==> src/verilog/cnode_pkg.sv <==
/* Widths, row degree and normalization constants of the check-node unit,
   with the message, minima and context types and the search state enum. */

package cnode_pkg;

  //##########################################################################
  // Sizes.
  //##########################################################################

  localparam int NODE_W      = 5;            // Signed message width.
  localparam int MAG_W       = NODE_W - 1;   // Magnitude width.
  localparam int ROW_DEG     = 8;            // Messages in one row.
  localparam int COL_W       = 3;            // Enough bits to index ROW_DEG columns.
  localparam int TAG_W       = 4;            // Row tag carried through the unit.

  // Minima are scaled by NORM_FACTOR / 2**NORM_SHIFT, that is 6/8.
  localparam int NORM_FACTOR = 6;
  localparam int NORM_SHIFT  = 3;
  localparam int SCALE_W     = MAG_W + NORM_SHIFT;  // Holds 15 * 6 without overflow.

  //##########################################################################
  // Types.
  //##########################################################################

  typedef logic signed [NODE_W-1:0] node_t;     // Two's-complement message.
  typedef logic        [MAG_W-1:0]  vnode_t;    // Unsigned magnitude.
  typedef logic        [COL_W-1:0]  col_idx_t;  // Column inside a row.

  // Largest magnitude, also the value of a minimum that was never found.
  localparam vnode_t MAG_MAX = {MAG_W{1'b1}};

  // Result of the minimum search over one row.
  typedef struct packed {
    vnode_t   min1;       // Smallest magnitude.
    vnode_t   min2;       // Second smallest magnitude.
    col_idx_t min1_col;   // Column where min1 was seen.
    logic     prod_sign;  // XOR of all unmasked signs.
  } vn_min_t;

  // Per-row context that travels with the data.
  typedef struct packed {
    logic [TAG_W-1:0] row_tag;    // Free tag, returned with the outputs.
    logic             mask_zero;  // Force masked outputs to zero.
  } cnode_ctx_t;

  // The search is idle between rows and collecting inside one.
  typedef enum logic {
    IDLE    = 1'b0,
    COLLECT = 1'b1
  } search_state_t;

endpackage

==> src/verilog/vnode_msg_if.sv <==
/* Per-column message stream between the check-node stages. */

interface vnode_msg_if
  import cnode_pkg::*;
();

  logic     val;    // Entry is valid on this enabled cycle.
  logic     start;  // First entry of a row.
  col_idx_t idx;    // Column of the entry.
  logic     sign;   // Sign of the variable-node message.
  logic     mask;   // Entry is masked out of the row.

  // Stage that produces the stream.
  modport source (
    output val, start, idx, sign, mask
  );

  // Stage that consumes it.
  modport sink (
    input  val, start, idx, sign, mask
  );

endinterface
==> src/verilog/cnode_min_search.sv <==
/* Input stage of the check-node unit. Finds both minima, their column and the
   sign product of each row, normalizes them and forwards signs and masks. */

module cnode_min_search
  import cnode_pkg::*;
(
  input  logic        iclk,
  input  logic        ireset,
  input  logic        iclkena,
  input  logic        istart,
  input  logic        ival,
  input  node_t       ivnode,
  input  logic        ivnode_mask,
  input  cnode_ctx_t  icnode_ctx,
  vnode_msg_if.source wr_msg,
  output logic        min_val,
  output vn_min_t     vn_min,
  output cnode_ctx_t  min_ctx
);

  search_state_t state;
  col_idx_t      col_cnt;     // Column of the next message.
  vn_min_t       acc;         // Running minima of the row.
  logic [1:0]    found;       // Unmasked entries seen so far, saturating at 2.
  cnode_ctx_t    ctx_q;       // Context captured with istart.

  logic          accept;
  logic          last_col;
  col_idx_t      cur_col;
  cnode_ctx_t    cur_ctx;
  vn_min_t       base;
  vn_min_t       upd;
  logic [1:0]    base_found;
  logic [1:0]    upd_found;
  vnode_t        cur_mag;

  // Magnitude of a message; -16 has no 4-bit magnitude and clips to 15.
  function automatic vnode_t sat_abs(input node_t v);
    logic [NODE_W-1:0] a;
    a = v[NODE_W-1] ? -v : v;
    return a[NODE_W-1] ? MAG_MAX : a[MAG_W-1:0];
  endfunction

  // Multiply by NORM_FACTOR and drop the fraction, so the result rounds down.
  function automatic vnode_t normalize(input vnode_t m);
    logic [SCALE_W-1:0] prod;
    prod = SCALE_W'(m) * SCALE_W'(NORM_FACTOR);
    return vnode_t'(prod >> NORM_SHIFT);
  endfunction

  //##########################################################################
  // Search step for the message on the input.
  //##########################################################################

  always_comb begin
    accept     = ival & (istart | (state == COLLECT));  // Stray messages in IDLE are dropped.
    cur_col    = istart ? '0 : col_cnt;
    cur_ctx    = istart ? icnode_ctx : ctx_q;
    last_col   = (cur_col == col_idx_t'(ROW_DEG - 1));
    cur_mag    = sat_abs(ivnode);
    // A new row starts from empty minima.
    base       = istart ? vn_min_t'{min1: MAG_MAX, min2: MAG_MAX,
                                    min1_col: '0, prod_sign: 1'b0} : acc;
    base_found = istart ? 2'd0 : found;
    upd        = base;
    upd_found  = base_found;
    if (!ivnode_mask) begin
      upd.prod_sign = base.prod_sign ^ ivnode[NODE_W-1];
      if (base_found != 2'd2) begin
        upd_found = base_found + 2'd1;
      end
      // The found count keeps a magnitude of 15 from losing against the empty value.
      if ((base_found == 2'd0) || (cur_mag < base.min1)) begin
        upd.min2     = base.min1;
        upd.min1     = cur_mag;
        upd.min1_col = cur_col;
      end
      else if ((base_found == 2'd1) || (cur_mag < base.min2)) begin
        upd.min2 = cur_mag;
      end
    end
  end

  //##########################################################################
  // Registers.
  //##########################################################################

  always_ff @(posedge iclk or posedge ireset) begin
    if (ireset) begin
      state      <= IDLE;
      col_cnt    <= '0;
      found      <= '0;
      min_val    <= 1'b0;
      wr_msg.val <= 1'b0;
    end
    else if (iclkena) begin
      wr_msg.val <= accept;              // Every accepted entry goes to the sign buffer.
      min_val    <= accept & last_col;   // One pulse per finished row.
      if (accept) begin
        col_cnt <= cur_col + 1'b1;       // Wraps to zero after the last column.
        found   <= upd_found;
        state   <= last_col ? IDLE : COLLECT;
      end
    end
  end

  always_ff @(posedge iclk) begin
    if (iclkena && accept) begin
      acc           <= upd;
      ctx_q         <= cur_ctx;
      wr_msg.start  <= istart;
      wr_msg.idx    <= cur_col;
      wr_msg.sign   <= ivnode[NODE_W-1];
      wr_msg.mask   <= ivnode_mask;
      if (last_col) begin
        // Minima that were never found are passed on unscaled at the maximum.
        vn_min.min1      <= (upd_found != 2'd0) ? normalize(upd.min1) : MAG_MAX;
        vn_min.min2      <= (upd_found == 2'd2) ? normalize(upd.min2) : MAG_MAX;
        vn_min.min1_col  <= upd.min1_col;
        vn_min.prod_sign <= upd.prod_sign;
        min_ctx          <= cur_ctx;
      end
    end
  end

  // A new row may only begin once the previous row has all ROW_DEG entries.
  a_start_on_full_row : assert property (
    @(posedge iclk) disable iff (ireset)
    (iclkena && ival && istart) |-> (state == IDLE)
  );

endmodule

==> src/verilog/cnode_restore.sv <==
/* Output stage of the check-node unit. Rebuilds each signed check-node
   message from the row minima and the sign of its own column. */

module cnode_restore
  import cnode_pkg::*;
(
  input  logic        iclk,
  input  logic        ireset,
  input  logic        iclkena,
  vnode_msg_if.sink   rd_msg,
  input  vn_min_t     rd_min,
  input  cnode_ctx_t  rd_ctx,
  output logic        ocnode_val,
  output cnode_ctx_t  ocnode_ctx,
  output node_t       ocnode
);

  // Pick the magnitude and apply the sign by two's-complement negation.
  function automatic node_t unpack_cnode(input vnode_t min1,
                                         input vnode_t min2,
                                         input logic   min2_sel,
                                         input logic   sign);
    vnode_t            cn_abs;
    logic [NODE_W-1:0] mag_ext;
    cn_abs  = min2_sel ? min2 : min1;   // The min1 column must not see itself.
    mag_ext = {1'b0, cn_abs};
    return node_t'((mag_ext ^ {NODE_W{sign}}) + NODE_W'(sign));
  endfunction

  always_ff @(posedge iclk or posedge ireset) begin
    if (ireset) begin
      ocnode_val <= 1'b0;
    end
    else if (iclkena) begin
      ocnode_val <= rd_msg.val;  // One cycle behind the replay.
    end
  end

  always_ff @(posedge iclk) begin
    if (iclkena) begin
      if (rd_msg.start) begin
        ocnode_ctx <= rd_ctx;    // Context is constant over a row.
      end
      if (rd_msg.mask && rd_ctx.mask_zero) begin
        ocnode <= '0;
      end
      else begin
        ocnode <= unpack_cnode(rd_min.min1, rd_min.min2,
                               (rd_min.min1_col == rd_msg.idx),
                               rd_min.prod_sign ^ rd_msg.sign);
      end
    end
  end

endmodule

==> src/verilog/cnode_sign_buffer.sv <==
/* Two-bank store of per-column signs and masks. A finished row is replayed
   column by column together with its minima and context. */

module cnode_sign_buffer
  import cnode_pkg::*;
(
  input  logic        iclk,
  input  logic        ireset,
  input  logic        iclkena,
  vnode_msg_if.sink   wr_msg,
  input  logic        min_val,
  input  vn_min_t     vn_min,
  input  cnode_ctx_t  min_ctx,
  vnode_msg_if.source rd_msg,
  output vn_min_t     rd_min,
  output cnode_ctx_t  rd_ctx
);

  logic [1:0][ROW_DEG-1:0] sign_mem;   // Bank, then column.
  logic [1:0][ROW_DEG-1:0] mask_mem;

  logic       wr_bank;     // Bank of the row being written.
  logic       wr_sel;      // Bank this entry goes to.
  logic       rd_bank;     // Bank being replayed.
  logic       rd_active;
  col_idx_t   rd_cnt;
  logic [1:0] bank_busy;   // Bank holds a row that is not yet fully replayed.
  logic       rd_last;

  assign wr_sel  = (wr_msg.val & wr_msg.start) ? ~wr_bank : wr_bank;  // Swap on row start.
  assign rd_last = rd_active & (rd_cnt == col_idx_t'(ROW_DEG - 1));

  always_ff @(posedge iclk or posedge ireset) begin
    if (ireset) begin
      wr_bank   <= 1'b0;
      rd_bank   <= 1'b0;
      rd_active <= 1'b0;
      rd_cnt    <= '0;
      bank_busy <= '0;      // Both banks empty.
    end
    else if (iclkena) begin
      if (wr_msg.val) begin
        wr_bank <= wr_sel;
      end
      // A new replay may start on the very cycle the previous one ends.
      if (min_val) begin
        rd_active <= 1'b1;
        rd_cnt    <= '0;
        rd_bank   <= wr_bank;
      end
      else if (rd_active) begin
        rd_cnt <= rd_cnt + 1'b1;
        if (rd_last) begin
          rd_active <= 1'b0;
        end
      end
      for (int b = 0; b < 2; b++) begin
        if (rd_last && (rd_bank == 1'(b))) begin
          bank_busy[b] <= 1'b0;
        end
        if (wr_msg.val && wr_msg.start && (wr_sel == 1'(b))) begin
          bank_busy[b] <= 1'b1;
        end
      end
    end
  end

  // Storage and latched row data.
  always_ff @(posedge iclk) begin
    if (iclkena) begin
      if (wr_msg.val) begin
        sign_mem[wr_sel][wr_msg.idx] <= wr_msg.sign;
        mask_mem[wr_sel][wr_msg.idx] <= wr_msg.mask;
      end
      if (min_val) begin
        rd_min <= vn_min;   // Held for the whole replay.
        rd_ctx <= min_ctx;
      end
    end
  end

  assign rd_msg.val   = rd_active;
  assign rd_msg.start = rd_active & (rd_cnt == '0);
  assign rd_msg.idx   = rd_cnt;
  assign rd_msg.sign  = sign_mem[rd_bank][rd_cnt];
  assign rd_msg.mask  = mask_mem[rd_bank][rd_cnt];

  // Rows arriving too fast would overwrite a bank under replay.
  a_no_write_to_replay : assert property (
    @(posedge iclk) disable iff (ireset)
    (iclkena && wr_msg.val) |-> !(rd_active && (wr_sel == rd_bank))
  );

  // A row must not open a bank whose previous row is still pending.
  a_start_on_free_bank : assert property (
    @(posedge iclk) disable iff (ireset)
    (iclkena && wr_msg.val && wr_msg.start) |-> !bank_busy[wr_sel]
  );

endmodule

==> src/verilog/cnode_unit.sv <==
/* Top level of the min-sum check-node unit. Connects the min search, the
   sign buffer and the restore stage. */

module cnode_unit
  import cnode_pkg::*;
(
  input  logic       iclk,
  input  logic       ireset,
  input  logic       iclkena,
  input  logic       istart,
  input  logic       ival,
  input  node_t      ivnode,
  input  logic       ivnode_mask,
  input  cnode_ctx_t icnode_ctx,
  output logic       ocnode_val,
  output node_t      ocnode,
  output cnode_ctx_t ocnode_ctx
);

  vnode_msg_if wr_msg ();   // Signs and masks of accepted inputs.
  vnode_msg_if rd_msg ();   // Replayed row.

  logic       min_val;
  vn_min_t    vn_min;
  cnode_ctx_t min_ctx;
  vn_min_t    rd_min;
  cnode_ctx_t rd_ctx;

  //##########################################################################
  // Search, then buffer, then restore.
  //##########################################################################

  cnode_min_search u_min_search (
    .iclk        (iclk),
    .ireset      (ireset),
    .iclkena     (iclkena),
    .istart      (istart),
    .ival        (ival),
    .ivnode      (ivnode),
    .ivnode_mask (ivnode_mask),
    .icnode_ctx  (icnode_ctx),
    .wr_msg      (wr_msg.source),
    .min_val     (min_val),
    .vn_min      (vn_min),
    .min_ctx     (min_ctx)
  );

  cnode_sign_buffer u_sign_buffer (
    .iclk    (iclk),
    .ireset  (ireset),
    .iclkena (iclkena),
    .wr_msg  (wr_msg.sink),
    .min_val (min_val),
    .vn_min  (vn_min),
    .min_ctx (min_ctx),
    .rd_msg  (rd_msg.source),
    .rd_min  (rd_min),
    .rd_ctx  (rd_ctx)
  );

  cnode_restore u_restore (
    .iclk       (iclk),
    .ireset     (ireset),
    .iclkena    (iclkena),
    .rd_msg     (rd_msg.sink),
    .rd_min     (rd_min),
    .rd_ctx     (rd_ctx),
    .ocnode_val (ocnode_val),
    .ocnode_ctx (ocnode_ctx),
    .ocnode     (ocnode)
  );

endmodule

==> config.mk <==
export PLATFORM = sky130hd
export DESIGN_NAME = cnode_unit
export DESIGN_NICKNAME = d
export VERILOG_FILES = /design/src/verilog/cnode_pkg.sv /design/src/verilog/vnode_msg_if.sv /design/src/verilog/cnode_min_search.sv /design/src/verilog/cnode_restore.sv /design/src/verilog/cnode_sign_buffer.sv /design/src/verilog/cnode_unit.sv
export SDC_FILE = /design/constraint.sdc
export NUM_CORES = 1
export LEC_CHECK = 0
export BUFFER_PORTS_ARGS = -buffer_cell sky130_fd_sc_hd__buf_2
export CELL_PAD_IN_SITES_DETAIL_PLACEMENT = 1
export CELL_PAD_IN_SITES_GLOBAL_PLACEMENT = 2
export CORE_MARGIN = 4
export CORE_UTILIZATION = 40
export DETAILED_ROUTE_END_ITERATION = 7
export PLACE_DENSITY = 0.82
export SYNTH_ARGS = -nofsm -noshare
export SYNTH_HDL_FRONTEND = slang
export SYNTH_SLANG_ARGS = --single-unit
==> constraint.sdc <==
create_clock -name iclk -period 9.2 [get_ports iclk]
set_input_delay 1.38 -clock iclk [delete_from_list [all_inputs] [get_ports iclk]]
set_output_delay 1.38 -clock iclk [all_outputs]
set_load 0.01 [all_outputs]
==> reports/qor.yml <==
ys_ff_latch: 114
die_width_um: 123
cts_tree: "done"
rsz0062_at_grt: "no"
drive_gt1_share_pct: 18.4
final_cell_mix: "99 x edfxtp_1, 40 x nor2_1, 27 x nand2_1"
cpMaxStageDelayCell: "a21oi_1"
synthFlopType: "edfxtp_1"
required_ns: 9.34
path_class: "input pin to flop"
postCtsHoldBufs: 0
ir_worst_vdd_mv: 0.130
cellPowerDensity_nw_per_um2: 259
crit_chain: "buf_2 -> inv_1 -> ha_1 -> o41a_1 -> o21ai_0 -> inv_1 -> ha_1 -> or3_1 -> or4_4 -> a21oi_1 -> o21ai_0 -> ha_1 -> a21oi_1 -> o21ai_0 -> xnor2_1 -> nand2_1"
hold_viol: 0
vias: 3050
path_clk_slew_ns: 0.06
cts.sinks: 114
numCtsBuffers: 17
dp_hpwl_um: 7210
power_switching_share_pct: 25.5
grt_pass1_wl_um: 17700
synth_edf_count: 99
yosysUniqueCellTypes: 52
synthCells: 368
clkLatencyLatePin_ns: 0.40
cts_root_buf: "clkbuf_16"
status: "completed"
fmax_ghz: 0.175
syn-mean-instance-area_sq_um: 14.3
dr.pass1.iters: 4
cap_violations: 0
period_needed_ns: 5.70
dieArea_sq_um: 15100
core_sq_um: 12800
cts_resized: 0
power.net_switching_uw: 408
grt_max_degree: 31
intPower_mw: 1.19
pwr-share-comb_pct: 17.9
cts-htree-levels: 4
pwr-share-seq_pct: 40.3
gr-total-overflow: 0
drt-total-wl_um: 10600
antenna_left: 0
post_drt_wl_per_cell_um: 18.0
grt_pass1_vias: 3370
path_buf_inv: 3
clkPwrFrac_pct: 41.8
endpoint_kind: "flop"
die_h_um: 123
dp_cells: 558
period_share_pct: 62.0
final_common_cell: "edfxtp_1"
drtIter0Drc: 207
fillers: 1275
io_pins: 27
port_buffers: 26
cp.arrival_ns: 5.85
utilization_pct: 48.3
relSlewSlack_pct: 34.2
antenna_found_initial: 0
yosysWarnings: 0
gp_congestion: 0.788
pre_cts_slack_ns: 3.07
syn_area_sq_um: 5260
postCtsSetupRepairBufs: 0
area_growth_pct: 17.3
worstMarginPinSlew_ns: 0.987
critical-path-max-stage-delay_ns: 0.78
async_reset_ff_share_pct: 13.2
drc: 0
rows: 41
setup_viol: 0
fin_nets: 447
syn-num-nets: 410
cts_buffer_depth: 2
fin_tns_setup_ns: 0
fin_skew_ns: 0.00805
crit_family: "compound AO/OA/AOI/OAI gates"
crit_path_max_fanout: 11
drv_slew: 0
start_kind: "input pin"
insertedDiodeCount: 0
stdcell_count: 590
power_mw: 1.60
hold_path.class: "flop to flop"
start_util_pct: 41.2
seq_area_frac_synth_pct: 63.6
fin_ws_ns: 3.50
p_leak_nw: 2.33
vias_per_cell: 5.17
grt_use_total_pct: 15.6
## final timing paths
path                                       endpoint  depth (start not counted)                     from  slack [ns]
min in group asynchronous  u_sign_buffer.rd_msg.val                          2                   ireset        1.06
setup / recovery            u_min_search.vn_min[10]                         16                ivnode[0]        3.50
hold / removal              u_restore.ocnode_ctx[1]                          0  u_sign_buffer.rd_ctx[1]        0.42
hold reg to reg             u_restore.ocnode_ctx[1]                          0  u_sign_buffer.rd_ctx[1]        0.42
max in group asynchronous   u_min_search.wr_msg.val                          2                   ireset        7.71
setup reg to reg            u_min_search.vn_min[10]                         11     u_min_search.acc[10]        5.20
## power groups by stage
stage / Combinational (mW) / Clock [mW] / Sequential, mW
detailed placement: 0.285 / 0 / 0.654
floorplan: 0.208 / 0 / 0.647
CTS: 0.293 / 0.679 / 0.646
global placement: 0.272 / 0 / 0.652
global route: 0.321 / 0.706 / 0.649
finish: 0.286 / 0.667 / 0.644
## synth_stat cells, drive strengths merged (6+ instances only)
cell,count,area (sq um)
mux2,8,90.1
edfxtp,99,2970
dfrtp,15,375
ha,24,300
a21oi,12,71.3
mux4,10,244
nor3,8,45.0
xor2,6,52.6
nor2,40,150
xnor2,10,106
o21ai,11,55.1
nand2b,8,50.1
inv,19,71.3
mux2i,9,90.1
nand2,27,101
## cell families (layout without fill, tap and decap cells)
| logic type | after synthesis | count (layout) | synth area share (%) |
|---|---|---|---|
| AO/OA/AOI/OAI | 51 | 51 | 6.99 |
| XOR/XNOR | 16 | 16 | 3.02 |
| adder cells (fa/ha/maj) | 26 | 26 | 6.47 |
| buffers and inverters | 28 | 78 | 2.21 |
| flip-flops | 114 | 114 | 63.6 |
| multiplexers | 27 | 27 | 8.06 |
| AND/OR/NAND/NOR | 106 | 106 | 9.63 |
## layer usage
layer	global-route usage, %	part of all wire, %	routed length, um
met5	0	0	0
met4	5.88	1.2	131
met3	4.01	3.5	377
met2	26.2	51	5380
met1	19.4	45	4740
## final cells by class
| type | instances | area [sq um] | share of cell area, % |
|---|---|---|---|
| clock buffer | 20 | 437 | 7.08 |
| clock inverter | 12 | 164 | 2.66 |
| multi-input combinational | 226 | 1800 | 29.1 |
| tap | 172 | 215 | 3.49 |
| timing repair buffer | 27 | 138 | 2.23 |
| inverter | 19 | 71.3 | 1.16 |
| sequential | 114 | 3350 | 54.3 |
## flip-flops by register name, summed over array words and instances, names as in the netlist, 2 cells and up
register / flops
u_sign_buffer.mask_mem: 16
u_sign_buffer.rd_ctx: 5
u_sign_buffer.rd_min: 12
u_min_search.found: 2
u_min_search.wr_msg.idx: 3
u_sign_buffer.sign_mem: 16
u_min_search.ctx_q: 5
u_min_search.min_ctx: 5
u_min_search.col_cnt: 3
u_restore.ocnode: 5
u_sign_buffer.rd_msg.idx: 3
u_min_search.acc: 12
u_min_search.vn_min: 12
u_restore.ocnode_ctx: 5
## metrics by stage
| step | cell area (sq um) | hold WS [ns] |
|---|---|---|
| 2_1_floorplan | 5260 | 0.400 |
| 3_3_place_gp | 5570 | 0.401 |
| 3_5_place_dp | 5570 | 0.406 |
| 4_1_cts | 6170 | 0.419 |
| 5_1_grt | 6170 | 0.427 |
| 6_report | 6170 | 0.418 |
(Power assumes the default switching activity.)
